**config.mk**
```make
export PLATFORM = sky130hd
export DESIGN_NAME = layer_ctrl_top
export DESIGN_NICKNAME = d
export VERILOG_FILES = /design/src/verilog/layer_ctrl_pkg.sv /design/src/verilog/layer_ctrl_top.sv /design/src/verilog/link_handshake.sv /design/src/verilog/rx_fifo.sv /design/src/verilog/tx_queue.sv /design/src/verilog/ahb_access_fsm.sv /design/src/verilog/access_timer.sv
export VERILOG_INCLUDE_DIRS = /design/src /design/src/verilog
export SDC_FILE = /design/constraint.sdc
export NUM_CORES = 1
export LEC_CHECK = 0
export BUFFER_PORTS_ARGS = -buffer_cell sky130_fd_sc_hd__buf_2
export CAP_MARGIN = 20
export CORE_MARGIN = 3
export CORE_UTILIZATION = 40
export DETAILED_ROUTE_END_ITERATION = 16
export HOLD_SLACK_MARGIN = 0.06
export MAX_ROUTING_LAYER = met4
export PLACE_DENSITY = 0.58
export SYNTH_ARGS = -nofsm -noshare
export SYNTH_HDL_FRONTEND = slang
export SYNTH_SLANG_ARGS = --single-unit
export TNS_END_PERCENT = 20
```
**constraint.sdc**
```tcl
create_clock -name HCLK -period 5.7 [get_ports HCLK]
set_input_delay 0.57 -clock HCLK [delete_from_list [all_inputs] [get_ports HCLK]]
set_output_delay 0.57 -clock HCLK [all_outputs]
set_load 0.1 [all_outputs]
```
**src/verilog/layer_ctrl_consts.svh**
```systemverilog
`ifndef LAYER_CTRL_CONSTS_SVH
`define LAYER_CTRL_CONSTS_SVH

// node address and message word widths
`define LC_ADDR_W 8
`define LC_DATA_W 32

// fifo geometry
`define LC_FIFO_DEPTH 8
`define LC_PTR_W 3

// wait cycles between capture and respond
`define LC_SETTLE_CYCLES 2

`endif
```
**src/verilog/layer_ctrl_pkg.sv**
```systemverilog
`include "layer_ctrl_consts.svh"

package layer_ctrl_pkg;

	typedef logic [`LC_ADDR_W-1:0] node_addr_t;
	typedef logic [`LC_DATA_W-1:0] msg_data_t;
	typedef logic [`LC_PTR_W-1:0] fifo_ptr_t;
	typedef logic [1:0] settle_cnt_t;

	// ahb data phase sequencing
	typedef enum logic [1:0] {
		IDLE,
		CAPTURE,
		SETTLE,
		RESPOND
	} access_state_t;

	typedef enum logic {
		TX_IDLE,
		TX_WAIT
	} tx_link_state_t;

	typedef enum logic {
		RX_IDLE,
		RX_WAIT
	} rx_link_state_t;

endpackage

```
**src/verilog/layer_ctrl_top.sv**
```systemverilog
`timescale 1ns/100ps
`include "layer_ctrl_consts.svh"

module layer_ctrl_top
	import layer_ctrl_pkg::*;
(
	input  logic        HCLK,
	input  logic        HRESETn,
	input  logic        HSEL,
	input  logic        HWRITE,
	input  logic        HREADY,
	input  logic [1:0]  HTRANS,
	input  logic [2:0]  HSIZE,
	input  logic [31:0] HADDR,
	input  msg_data_t   HWDATA,
	output logic        HREADYOUT,
	output logic [1:0]  HRESP,
	output msg_data_t   HRDATA,
	output node_addr_t  tx_addr,
	output msg_data_t   tx_data,
	output logic        tx_req,
	output logic        tx_pend,
	input  logic        tx_ack,
	input  logic        tx_succ,
	input  logic        tx_fail,
	output logic        tx_resp_ack,
	input  msg_data_t   rx_data,
	input  logic        rx_req,
	input  logic        rx_pend,
	output logic        rx_ack,
	output logic        rx_frame_complete,
	output logic        rx_fifo_empty
);

	logic       timer_load;
	logic       timer_done;
	logic       push;
	node_addr_t push_addr;
	msg_data_t  push_data;
	logic       tx_full;
	logic       tx_empty;
	logic       tx_pop;
	logic       rx_pop;
	logic       rx_push;
	logic       rx_full;
	msg_data_t  rx_word;

	// always OKAY
	assign HRESP = 2'b00;

	access_timer u_access_timer (
		.HCLK    (HCLK),
		.HRESETn (HRESETn),
		.load    (timer_load),
		.done    (timer_done)
	);

	ahb_access_fsm u_ahb_access_fsm (
		.HCLK       (HCLK),
		.HRESETn    (HRESETn),
		.HSEL       (HSEL),
		.HWRITE     (HWRITE),
		.HREADY     (HREADY),
		.HTRANS     (HTRANS),
		.HSIZE      (HSIZE),
		.HADDR      (HADDR),
		.HWDATA     (HWDATA),
		.HREADYOUT  (HREADYOUT),
		.HRDATA     (HRDATA),
		.timer_load (timer_load),
		.timer_done (timer_done),
		.push       (push),
		.push_addr  (push_addr),
		.push_data  (push_data),
		.tx_full    (tx_full),
		.pop        (rx_pop),
		.rx_empty   (rx_fifo_empty),
		.rx_word    (rx_word)
	);

	// a failure report flushes everything queued
	tx_queue u_tx_queue (
		.HCLK      (HCLK),
		.HRESETn   (HRESETn),
		.push      (push),
		.push_addr (push_addr),
		.push_data (push_data),
		.pop       (tx_pop),
		.flush     (tx_fail),
		.full      (tx_full),
		.empty     (tx_empty),
		.head_addr (tx_addr),
		.head_data (tx_data),
		.pend      (tx_pend)
	);

	rx_fifo u_rx_fifo (
		.HCLK    (HCLK),
		.HRESETn (HRESETn),
		.push    (rx_push),
		.wdata   (rx_data),
		.pop     (rx_pop),
		.rdata   (rx_word),
		.full    (rx_full),
		.empty   (rx_fifo_empty)
	);

	link_handshake u_link_handshake (
		.HCLK              (HCLK),
		.HRESETn           (HRESETn),
		.tx_empty          (tx_empty),
		.tx_pop            (tx_pop),
		.tx_req            (tx_req),
		.tx_ack            (tx_ack),
		.tx_succ           (tx_succ),
		.tx_fail           (tx_fail),
		.tx_resp_ack       (tx_resp_ack),
		.rx_req            (rx_req),
		.rx_pend           (rx_pend),
		.rx_ack            (rx_ack),
		.rx_full           (rx_full),
		.rx_push           (rx_push),
		.rx_frame_complete (rx_frame_complete)
	);

endmodule

```
**src/verilog/link_handshake.sv**
```systemverilog
`timescale 1ns/100ps
`include "layer_ctrl_consts.svh"

module link_handshake
	import layer_ctrl_pkg::*;
(
	input  logic HCLK,
	input  logic HRESETn,
	input  logic tx_empty,
	output logic tx_pop,
	output logic tx_req,
	input  logic tx_ack,
	input  logic tx_succ,
	input  logic tx_fail,
	output logic tx_resp_ack,
	input  logic rx_req,
	input  logic rx_pend,
	output logic rx_ack,
	input  logic rx_full,
	output logic rx_push,
	output logic rx_frame_complete
);

	tx_link_state_t tx_state;
	rx_link_state_t rx_state;
	logic           tx_ack_q;
	logic           rx_pend_q;
	logic           rx_take;

	// transmit side
	always_ff @(posedge HCLK or negedge HRESETn)
	begin
		if (!HRESETn)
		begin
			tx_state    <= TX_IDLE;
			tx_req      <= 1'b0;
			tx_ack_q    <= 1'b0;
			tx_resp_ack <= 1'b0;
		end
		else
		begin
			tx_ack_q    <= tx_ack;
			// follows the node response level
			tx_resp_ack <= tx_succ || tx_fail;
			case (tx_state)
				TX_IDLE:
				begin
					if (!tx_empty && !tx_ack_q)
					begin
						tx_req   <= 1'b1;
						tx_state <= TX_WAIT;
					end
				end
				TX_WAIT:
				begin
					if (tx_ack_q)
					begin
						tx_req   <= 1'b0;
						tx_state <= TX_IDLE;
					end
				end
				default:
					tx_state <= TX_IDLE;
			endcase
		end
	end

	assign tx_pop = (tx_state == TX_WAIT) && tx_ack_q;

	// receive side, a full fifo holds off the ack
	assign rx_take = (rx_state == RX_IDLE) && rx_req && !rx_ack && !rx_full;
	assign rx_push = rx_take;

	always_ff @(posedge HCLK or negedge HRESETn)
	begin
		if (!HRESETn)
		begin
			rx_state          <= RX_IDLE;
			rx_ack            <= 1'b0;
			rx_pend_q         <= 1'b0;
			rx_frame_complete <= 1'b0;
		end
		else
		begin
			rx_frame_complete <= 1'b0;
			if (rx_take)
			begin
				rx_ack    <= 1'b1;
				rx_pend_q <= rx_pend;
				rx_state  <= RX_WAIT;
			end
			else if ((rx_state == RX_WAIT) && !rx_req)
			begin
				rx_ack            <= 1'b0;
				rx_state          <= RX_IDLE;
				rx_frame_complete <= !rx_pend_q;
			end
		end
	end

endmodule

```
**src/verilog/rx_fifo.sv**
```systemverilog
`timescale 1ns/100ps
`include "layer_ctrl_consts.svh"

module rx_fifo
	import layer_ctrl_pkg::*;
(
	input  logic      HCLK,
	input  logic      HRESETn,
	input  logic      push,
	input  msg_data_t wdata,
	input  logic      pop,
	output msg_data_t rdata,
	output logic      full,
	output logic      empty
);

	localparam logic [`LC_PTR_W:0] DEPTH = `LC_FIFO_DEPTH;

	msg_data_t          mem [`LC_FIFO_DEPTH];
	fifo_ptr_t          wptr;
	fifo_ptr_t          rptr;
	logic [`LC_PTR_W:0] count;
	logic               do_push;
	logic               do_pop;

	assign full    = (count == DEPTH);
	assign empty   = (count == '0);
	assign do_push = push && !full;
	assign do_pop  = pop && !empty;

	always_ff @(posedge HCLK or negedge HRESETn)
	begin
		if (!HRESETn)
		begin
			wptr  <= '0;
			rptr  <= '0;
			count <= '0;
			rdata <= '0;
		end
		else
		begin
			if (do_push)
				wptr <= wptr + 1'b1;
			if (do_pop)
			begin
				rptr  <= rptr + 1'b1;
				rdata <= mem[rptr];
			end
			case ({do_push, do_pop})
				2'b10:   count <= count + 1'b1;
				2'b01:   count <= count - 1'b1;
				default: count <= count;
			endcase
		end
	end

	always_ff @(posedge HCLK)
	begin
		if (do_push)
			mem[wptr] <= wdata;
	end

endmodule

```
**src/verilog/tx_queue.sv**
```systemverilog
`timescale 1ns/100ps
`include "layer_ctrl_consts.svh"

module tx_queue
	import layer_ctrl_pkg::*;
(
	input  logic       HCLK,
	input  logic       HRESETn,
	input  logic       push,
	input  node_addr_t push_addr,
	input  msg_data_t  push_data,
	input  logic       pop,
	input  logic       flush,
	output logic       full,
	output logic       empty,
	output node_addr_t head_addr,
	output msg_data_t  head_data,
	output logic       pend
);

	node_addr_t addr_mem [`LC_FIFO_DEPTH];
	msg_data_t  data_mem [`LC_FIFO_DEPTH];
	fifo_ptr_t  wptr;
	fifo_ptr_t  rptr;
	fifo_ptr_t  wptr_next;
	fifo_ptr_t  rptr_next;
	logic       do_push;
	logic       do_pop;

	assign wptr_next = wptr + 1'b1;
	assign rptr_next = rptr + 1'b1;

	// one slot kept free so full and empty differ
	assign empty = (wptr == rptr);
	assign full  = (wptr_next == rptr);

	assign do_push = push && !full && !flush;
	assign do_pop  = pop && !empty && !flush;

	always_ff @(posedge HCLK or negedge HRESETn)
	begin
		if (!HRESETn)
		begin
			wptr <= '0;
			rptr <= '0;
		end
		else if (flush)
		begin
			wptr <= '0;
			rptr <= '0;
		end
		else
		begin
			if (do_push)
				wptr <= wptr_next;
			if (do_pop)
				rptr <= rptr_next;
		end
	end

	always_ff @(posedge HCLK)
	begin
		if (do_push)
		begin
			addr_mem[wptr] <= push_addr;
			data_mem[wptr] <= push_data;
		end
	end

	assign head_addr = addr_mem[rptr];
	assign head_data = data_mem[rptr];

	// second oldest entry goes to the same node
	assign pend = !empty && (rptr_next != wptr) && (addr_mem[rptr_next] == addr_mem[rptr]);

endmodule

```
**src/verilog/ahb_access_fsm.sv**
```systemverilog
`timescale 1ns/100ps
`include "layer_ctrl_consts.svh"

module ahb_access_fsm
	import layer_ctrl_pkg::*;
(
	input  logic        HCLK,
	input  logic        HRESETn,
	input  logic        HSEL,
	input  logic        HWRITE,
	input  logic        HREADY,
	input  logic [1:0]  HTRANS,
	input  logic [2:0]  HSIZE,
	input  logic [31:0] HADDR,
	input  msg_data_t   HWDATA,
	output logic        HREADYOUT,
	output msg_data_t   HRDATA,
	output logic        timer_load,
	input  logic        timer_done,
	output logic        push,
	output node_addr_t  push_addr,
	output msg_data_t   push_data,
	input  logic        tx_full,
	output logic        pop,
	input  logic        rx_empty,
	input  msg_data_t   rx_word
);

	access_state_t state;
	logic          write_q;
	node_addr_t    addr_q;
	logic          accept;

	// word transfers only, nonseq or seq
	assign accept = HSEL && HREADY && HTRANS[1] && (HSIZE == 3'b010);

	always_ff @(posedge HCLK or negedge HRESETn)
	begin
		if (!HRESETn)
		begin
			state   <= IDLE;
			write_q <= 1'b0;
			HRDATA  <= '0;
		end
		else
		begin
			case (state)
				IDLE:
				begin
					if (accept)
					begin
						state   <= CAPTURE;
						write_q <= HWRITE;
					end
				end
				CAPTURE:
					state <= SETTLE;
				SETTLE:
				begin
					if (timer_done)
						state <= RESPOND;
				end
				RESPOND:
				begin
					HRDATA <= rx_word;
					state  <= IDLE;
				end
				default:
					state <= IDLE;
			endcase
		end
	end

	always_ff @(posedge HCLK)
	begin
		if ((state == IDLE) && accept)
			addr_q <= HADDR[11:4];
	end

	assign HREADYOUT = (state == IDLE);
	assign timer_load = (state == CAPTURE);

	// data phase strobes, dropped silently on full or empty
	assign push      = (state == CAPTURE) && write_q && !tx_full;
	assign pop       = (state == CAPTURE) && !write_q && !rx_empty;
	assign push_addr = addr_q;
	assign push_data = HWDATA;

endmodule

```
**src/verilog/access_timer.sv**
```systemverilog
`timescale 1ns/100ps
`include "layer_ctrl_consts.svh"

module access_timer
	import layer_ctrl_pkg::*;
(
	input  logic HCLK,
	input  logic HRESETn,
	input  logic load,
	output logic done
);

	settle_cnt_t count;

	always_ff @(posedge HCLK or negedge HRESETn)
	begin
		if (!HRESETn)
		begin
			count <= '0;
		end
		else if (load)
		begin
			count <= settle_cnt_t'(`LC_SETTLE_CYCLES);
		end
		else if (count != '0)
		begin
			count <= count - 1'b1;
		end
	end

	// last settle cycle, count hits zero at the next edge
	assign done = (count == settle_cnt_t'(1));

endmodule

```
Word-level counts from Yosys, hierarchy flattened --
Memories as Yosys holds them, arrays and structs flattened. A register that Yosys moved wholly into a read port is not among the register bits. Cells that the tools add are included.
Storage, ports and cells: memories 3, flip-flop bits (word level) 68, input port bits 111, memory bits (writable) 576, word-level logic and storage cells 114
Cells by class: add/sub/neg operators 7, reductions and logical operators 45, bitwise logic cells 2, mux-type cells 24, equality and inequality tests 16
Memories:
- u_rx_fifo.mem | words 8, width 32, rd ports 1, clocked after memory_dff 1, wr ports 1, RTL line rx_fifo.sv:19 | msg_data_t mem [`LC_FIFO_DEPTH];
- u_tx_queue.data_mem | words 8, width 32, rd ports 1, clocked after memory_dff 0, wr ports 1, RTL line tx_queue.sv:22 | msg_data_t data_mem [`LC_FIFO_DEPTH];
- u_tx_queue.addr_mem | words 8, width 8, rd ports 2, clocked after memory_dff 0, wr ports 1, RTL line tx_queue.sv:21 | node_addr_t addr_mem [`LC_FIFO_DEPTH];
Operator list (count):
- logical AND 1 bit | 22
- adder 3 x 1 -> 3 bit, second input constant | 4
- 2-to-1 mux 1 bit | 12
- 2-to-1 mux 3 bit | 4
- nonzero test 2 bit | 6
- zero test 1 bit | 11
- equality test 8 bit | 1
- 2-to-1 mux 2 bit | 4
- case mux 2 bit (4 select lines) | 1
- case mux 4 bit (2 select lines) | 1
- equality test 2 x 1 -> 1 bit, second input constant | 3
- equality test 2 bit, second input constant | 3
- equality test 3 bit | 2
- AND reduction 2 bit | 3
- adder 4 x 1 -> 4 bit, second input constant | 1
- equality test 4 bit, second input constant | 1
- zero test 4 bit | 1
- inequality test 2 x 1 -> 1 bit, second input constant | 2
- inequality test 2 bit, second input constant | 2
- case mux 1 bit (2 select lines) | 2
- subtractor 4 x 1 -> 4 bit, second input constant | 1
- equality test 3 x 2 -> 1 bit, second input constant | 1
- inequality test 3 bit | 1
- zero test 2 bit | 1
- 3 further kinds | 4

Logic depth before layout (Yosys ltp) --
depth in word-level cells 8, mapped depth 13

By module --
A second synthesis with hierarchy kept.
Unflattened totals: cell total of the unflattened synthesis 1393, area total of the unflattened synthesis 27032.2 um2
Modules (own cells, without submodules):
- tx_queue | cells an instance 572, seq. area each 9759.4 um2, area an instance 13178.9 um2, times used 1
- rx_fifo | cells an instance 653, seq. area each 8738.4 um2, area an instance 11508.5 um2, times used 1
- ahb_access_fsm | cells an instance 136, seq. area each 1116.1 um2, area an instance 1945.6 um2, times used 1
- link_handshake | cells an instance 18, seq. area each 175.2 um2, area an instance 265.3 um2, times used 1
- access_timer | cells an instance 11, seq. area each 50.0 um2, area an instance 115.1 um2, times used 1
- layer_ctrl_top | cells an instance 3, seq. area each 0.0 um2, area an instance 18.8 um2, times used 1

Worst setup path before layout --
No wires, ideal clock.
path type reg-to-reg, start register u_rx_fifo.count[1], end register u_rx_fifo.count[2], data arrival time 5.405 ns, slack 0.170 ns, cell stages (with the launch flop) 13, path through dfrtp_1 > clkbuf_1 > nor4_1 > nor3b_1 > clkbuf_1 > buf_2 > ha_1 > xor2_1 > ha_1 > a21oi_1 > xor2_1 > nor2_1 > xor2_1
On the way: word-level cells in the longest chain between the ends 6, elaborated cells between the ends (all ways) 14
Ends and longest elaborated chain:
- start, declared | RTL line rx_fifo.sv:22 | logic [`LC_PTR_W:0] count;
- start signal, assigned | RTL line rx_fifo.sv:50 | 2'b10: count <= count + 1'b1;
- start signal, assigned | RTL line rx_fifo.sv:51 | 2'b01: count <= count - 1'b1;
- start signal, assigned | RTL line rx_fifo.sv:52 | default: count <= count;
- zero test 4 bit * | RTL line rx_fifo.sv:27 | assign empty = (count == '0);
- named net rx_fifo_empty | RTL line layer_ctrl_top.sv:32 | output logic rx_fifo_empty
- zero test 1 bit * | RTL line rx_fifo.sv:29, ahb_access_fsm.sv:85
- logical AND 1 bit | RTL line ahb_access_fsm.sv:85 | assign pop = (state == CAPTURE) && !write_q && !rx_empty;
- logical AND 1 bit * | RTL line rx_fifo.sv:29 | assign do_pop = pop && !empty;
- named net u_rx_fifo.do_pop | RTL line rx_fifo.sv:24 | logic do_pop;
- equality test 2 x 1 -> 1 bit or equality test 2 bit (tied branches) | RTL line rx_fifo.sv:49 | case ({do_push, do_pop})
- case mux 4 bit (2 select lines) or nonzero test 2 bit (tied branches)
The timed path passes the listed nets; every way through them passes the cells marked *. A chain may end at the register's enable or synchronous reset.

Final worst setup path --
start register u_tx_queue.rptr[0], end output port tx_pend
On the way: word-level cells in the longest chain between the ends 4, elaborated cells between the ends (all ways) 8
Ends and longest elaborated chain:
- start, declared | RTL line tx_queue.sv:24 | fifo_ptr_t rptr;
- start signal, assigned | RTL line tx_queue.sv:57 | rptr <= rptr_next;
- adder 3 x 1 -> 3 bit or equality test 3 bit (tied branches) | RTL line tx_queue.sv:31, tx_queue.sv:34
- memory (8 x 8 bit), or another cell as far along
- equality test 8 bit or logical AND 1 bit (tied branches) | RTL line tx_queue.sv:74 | assign pend = !empty && (rptr_next != wptr) && (addr_mem[rptr_next] == addr_mem[rptr]);
- logical AND 1 bit * | RTL line tx_queue.sv:74
- end, declared | RTL line layer_ctrl_top.sv:22 | output logic tx_pend,
Every way passes the cells marked *; elsewhere a longest branch is shown, timed or not.

==> results.yml <==
synth:
  synthFlopType: "edfxtp_1"
  synth_edf_count: 584
  synth.distinct_cells: 47
  synthCells: 1373
  async_reset_ff_frac: 0.1361
  synth_seq_cells: 676
  syn-cell-area_um2: 26640
  yosysSeqAreaShare: 0.7448
  yosys_warnings: 0
  syn_avg_cell_area_um2: 19.40
floorplan:
  die_w_um: 264.1
  fp-row-count: 93
  die_y_um: 264.1
  dieArea_um2: 69720
  ios: 192
  initial_core_util: 0.4088
  core_area_um2: 65160
clock_tree:
  cts-buffers-inserted: 73
  clock-sinks: 676
  cts_tree: "built"
  post_cts_buffers: 0
  root_buffer: "clkbuf_16"
  cts_resized: 0
  clk_latency_ns: 0.61
  clk_pin_slew_ns: 0.06
  htree_num_levels: 3
  clock_path_buffers: 3
global_routing:
  grtUsageTotal: 0.1668
  antenna_found_initial: 9
  grt_pass1_wl_um: 85110
  gr-total-overflow: 0
  grt_max_degree: 106
  grt_pass1_vias: 13720
worst_setup_path:
  worstPathArrival_ns: 4.13
  required_ns: 5.13
  path_delay_family: "adder cells"
  crit-reg2reg-launch: "u_tx_queue.rptr[1]"
  cp_num_buf_inv: 1
  end_kind: "output port"
  crit_top_cell: "nor3_1"
  startpoint_type: "register"
  critical_path_peak_fanout: 19
  crit_type: "reg2out"
  r2r_end: "u_tx_queue.addr_mem[2][0]"
  slowest_stage: "ha_1"
  reg2reg_slack_ns: 1.72
  slowest_delay_ns: 0.91
  crit_chain: "ha_1 > mux4_2 > xor2_1 > nor3_1 > nor3_1 > nor4_2 > o21a_1 > buf_2"
  r2r_cells: 8
detailed_routing:
  drt_iter0_markers: 783
  drc_errors: 0
  viasPerCell: 5.205
  drt_first_pass_iters: 6
  wl_per_cell_um: 22.37
  vias: 12990
  antenna_left: 0
  wl_um: 55830
placed_design:
  gp_congestion: 0.7374
  dp_hpwl_um: 30380
  dp_cells: 2351
  postPlaceCellArea_um2: 28550
  port_buffers: 164
power_and_ir_drop:
  power_leakage_nw: 10.50
  finalPower_mw: 14.07
  irDropWorstVdd_v: 0.0004007
  power_density_nw_per_um2: 452.3
cells_and_area:
  fillers: 5446
  layout.cells.non_filler: 2496
  area_growth_pct: 16.77
  stdcell_area_um2: 31100
  nNetsFinal: 1697
  seq_area_um2: 19850
  final_cell_mix: "edfxtp_1, buf_2, mux4_2"
  drive_gt1_frac: 0.3203
  multiInputGateArea_um2: 6525
  layout_commonest_cell: "edfxtp_1"
sta:
  slew_viol_final: 0
  skew_ns: 0.03246
  setup_viol: 0
  max_freq_ghz: 0.2127
  holdWs_ns: 0.1311
  fin_crit_ns: 4.702
  period_share: 0.8248
  fin_setup_tns_ns: 0
  tightest_slew_ns: 1.025
  grt_setup_unrepaired: "false"
  hold_viol_final: 0
  slew_headroom: 0.3165
run_status:
  status: "complete, no violations"
hold_path:
  hp-class: "in2async"
job:
  maxCapViolCount: 0
==> sequential cells by signal, summed over array words and instances (netlist names), 3 cells and up <==
name                        flops
u_tx_queue.wptr                 3
u_ahb_access_fsm.HRDATA        32
u_tx_queue.data_mem           256
u_rx_fifo.rdata                32
u_rx_fifo.mem                 256
u_rx_fifo.rptr                  3
u_rx_fifo.count                 4
u_rx_fifo.wptr                  3
u_tx_queue.rptr                 3
u_ahb_access_fsm.push_addr      8
u_tx_queue.addr_mem            64
==> power breakdown <==
group          total, mW  switching (mW)  internal, mW
sequential          6.16           0.312          5.84
clock               4.84            1.94          2.90
combinational       3.07            2.03          1.04
==> worst reg2reg max path: cells and delay by family (launching register included) <==
family	cells	cell delay, ns
DFF	1	0.40
buffers and inverters	3	1.52
AOI/OAI and AO/OA	1	0.40
xor gates and xnor gates	1	0.16
and+or+nand+nor	3	1.16
==> kinds of logic after synthesis <==
group | count (synthesis) | synth area share
DFF | 676 | 0.7448
xor gates and xnor gates | 40 | 0.01315
and+or+nand+nor | 254 | 0.04054
AOI/OAI and AO/OA | 68 | 0.01508
muxes | 242 | 0.1654
adders and majority gates | 13 | 0.006107
other | 1 | 0.0001408
buffers and inverters | 79 | 0.01475
==> repair_timing <==
action | CTS | global route
setup endpoints to repair | 0 | 0
hold buffers | 1 | 0
endpoints found under the hold margin | 1 | 0
==> layer usage <==
layer / GRT usage / vias up / part of all wire
li1: - / 5848 / -
met1: 0.2001 / 6798 / 0.41
met2: 0.2837 / 265 / 0.52
met3: 0.04061 / 81 / 0.055
met4: 0.04386 / 0 / 0.019
met5: - / - / 0
==> cells in the mapped netlist (2+ instances only) <==
master    count  share of area
nor4bb_1      2        0.00075
dfrtp_1      92          0.086
mux4_1        2         0.0020
a21oi_1      36         0.0068
nor2_1       60         0.0085
mux2_2       39          0.016
or3_1         2        0.00047
buf_6         3         0.0013
xor2_1       26         0.0085
buf_4        10         0.0028
nor2b_1       2        0.00047
nand2_1     144          0.020
xnor2_1      14         0.0046
buf_2        16         0.0030
nor3b_1       2        0.00056
mux4_2      152           0.13
nor3_1       17         0.0032
buf_1         4        0.00056
nand2b_1     13         0.0031
or2_2         3        0.00070
clkbuf_1     36         0.0051
o22ai_1      15         0.0035
o21ai_0       4        0.00075
inv_1         8         0.0011
a211oi_1      2        0.00056
nor4_1        2        0.00047
edfxtp_1    584           0.66
ha_1         13         0.0061
o21a_1        4         0.0011
mux2i_1      49          0.018
==> cell type report <==
| type | instances | share of cell area |
|---|---|---|
| multi-input combinational | 619 | 0.2098 |
| clock buffer | 97 | 0.06521 |
| sequential | 676 | 0.6384 |
| antenna | 8 | 0.0006437 |
| timing repair buffer | 194 | 0.03492 |
| clock inverter | 38 | 0.01557 |
| tap | 855 | 0.03440 |
| inverter | 9 | 0.001086 |
==> how the worst max path moves through the flow <==
stage / start / to / slack, ns / cells past startpoint
final: u_tx_queue.rptr[0] / tx_pend / 1.0 / 8
after global routing: u_tx_queue.rptr[0] / tx_pend / 0.74 / 8
after CTS: u_tx_queue.rptr[0] / tx_pend / 0.84 / 8
after detailed placement: u_tx_queue.rptr[0] / tx_pend / 1.55 / 8
after global placement: u_tx_queue.rptr[0] / tx_pend / 1.57 / 8
after floorplan: u_rx_fifo.count[1] / u_rx_fifo.count[2] / 0.17 / 12
==> per-stage QoR <==
stage	worst slack (ns)	utilization
2_1_floorplan	0.1695	-
3_3_place_gp	1.573	0.4382
3_5_place_dp	1.552	0.4382
4_1_cts	0.8362	0.4769
5_1_grt	0.7410	0.4773
6_report	0.9984	0.4773
Note: power is estimated with default switching activity, not from simulation.
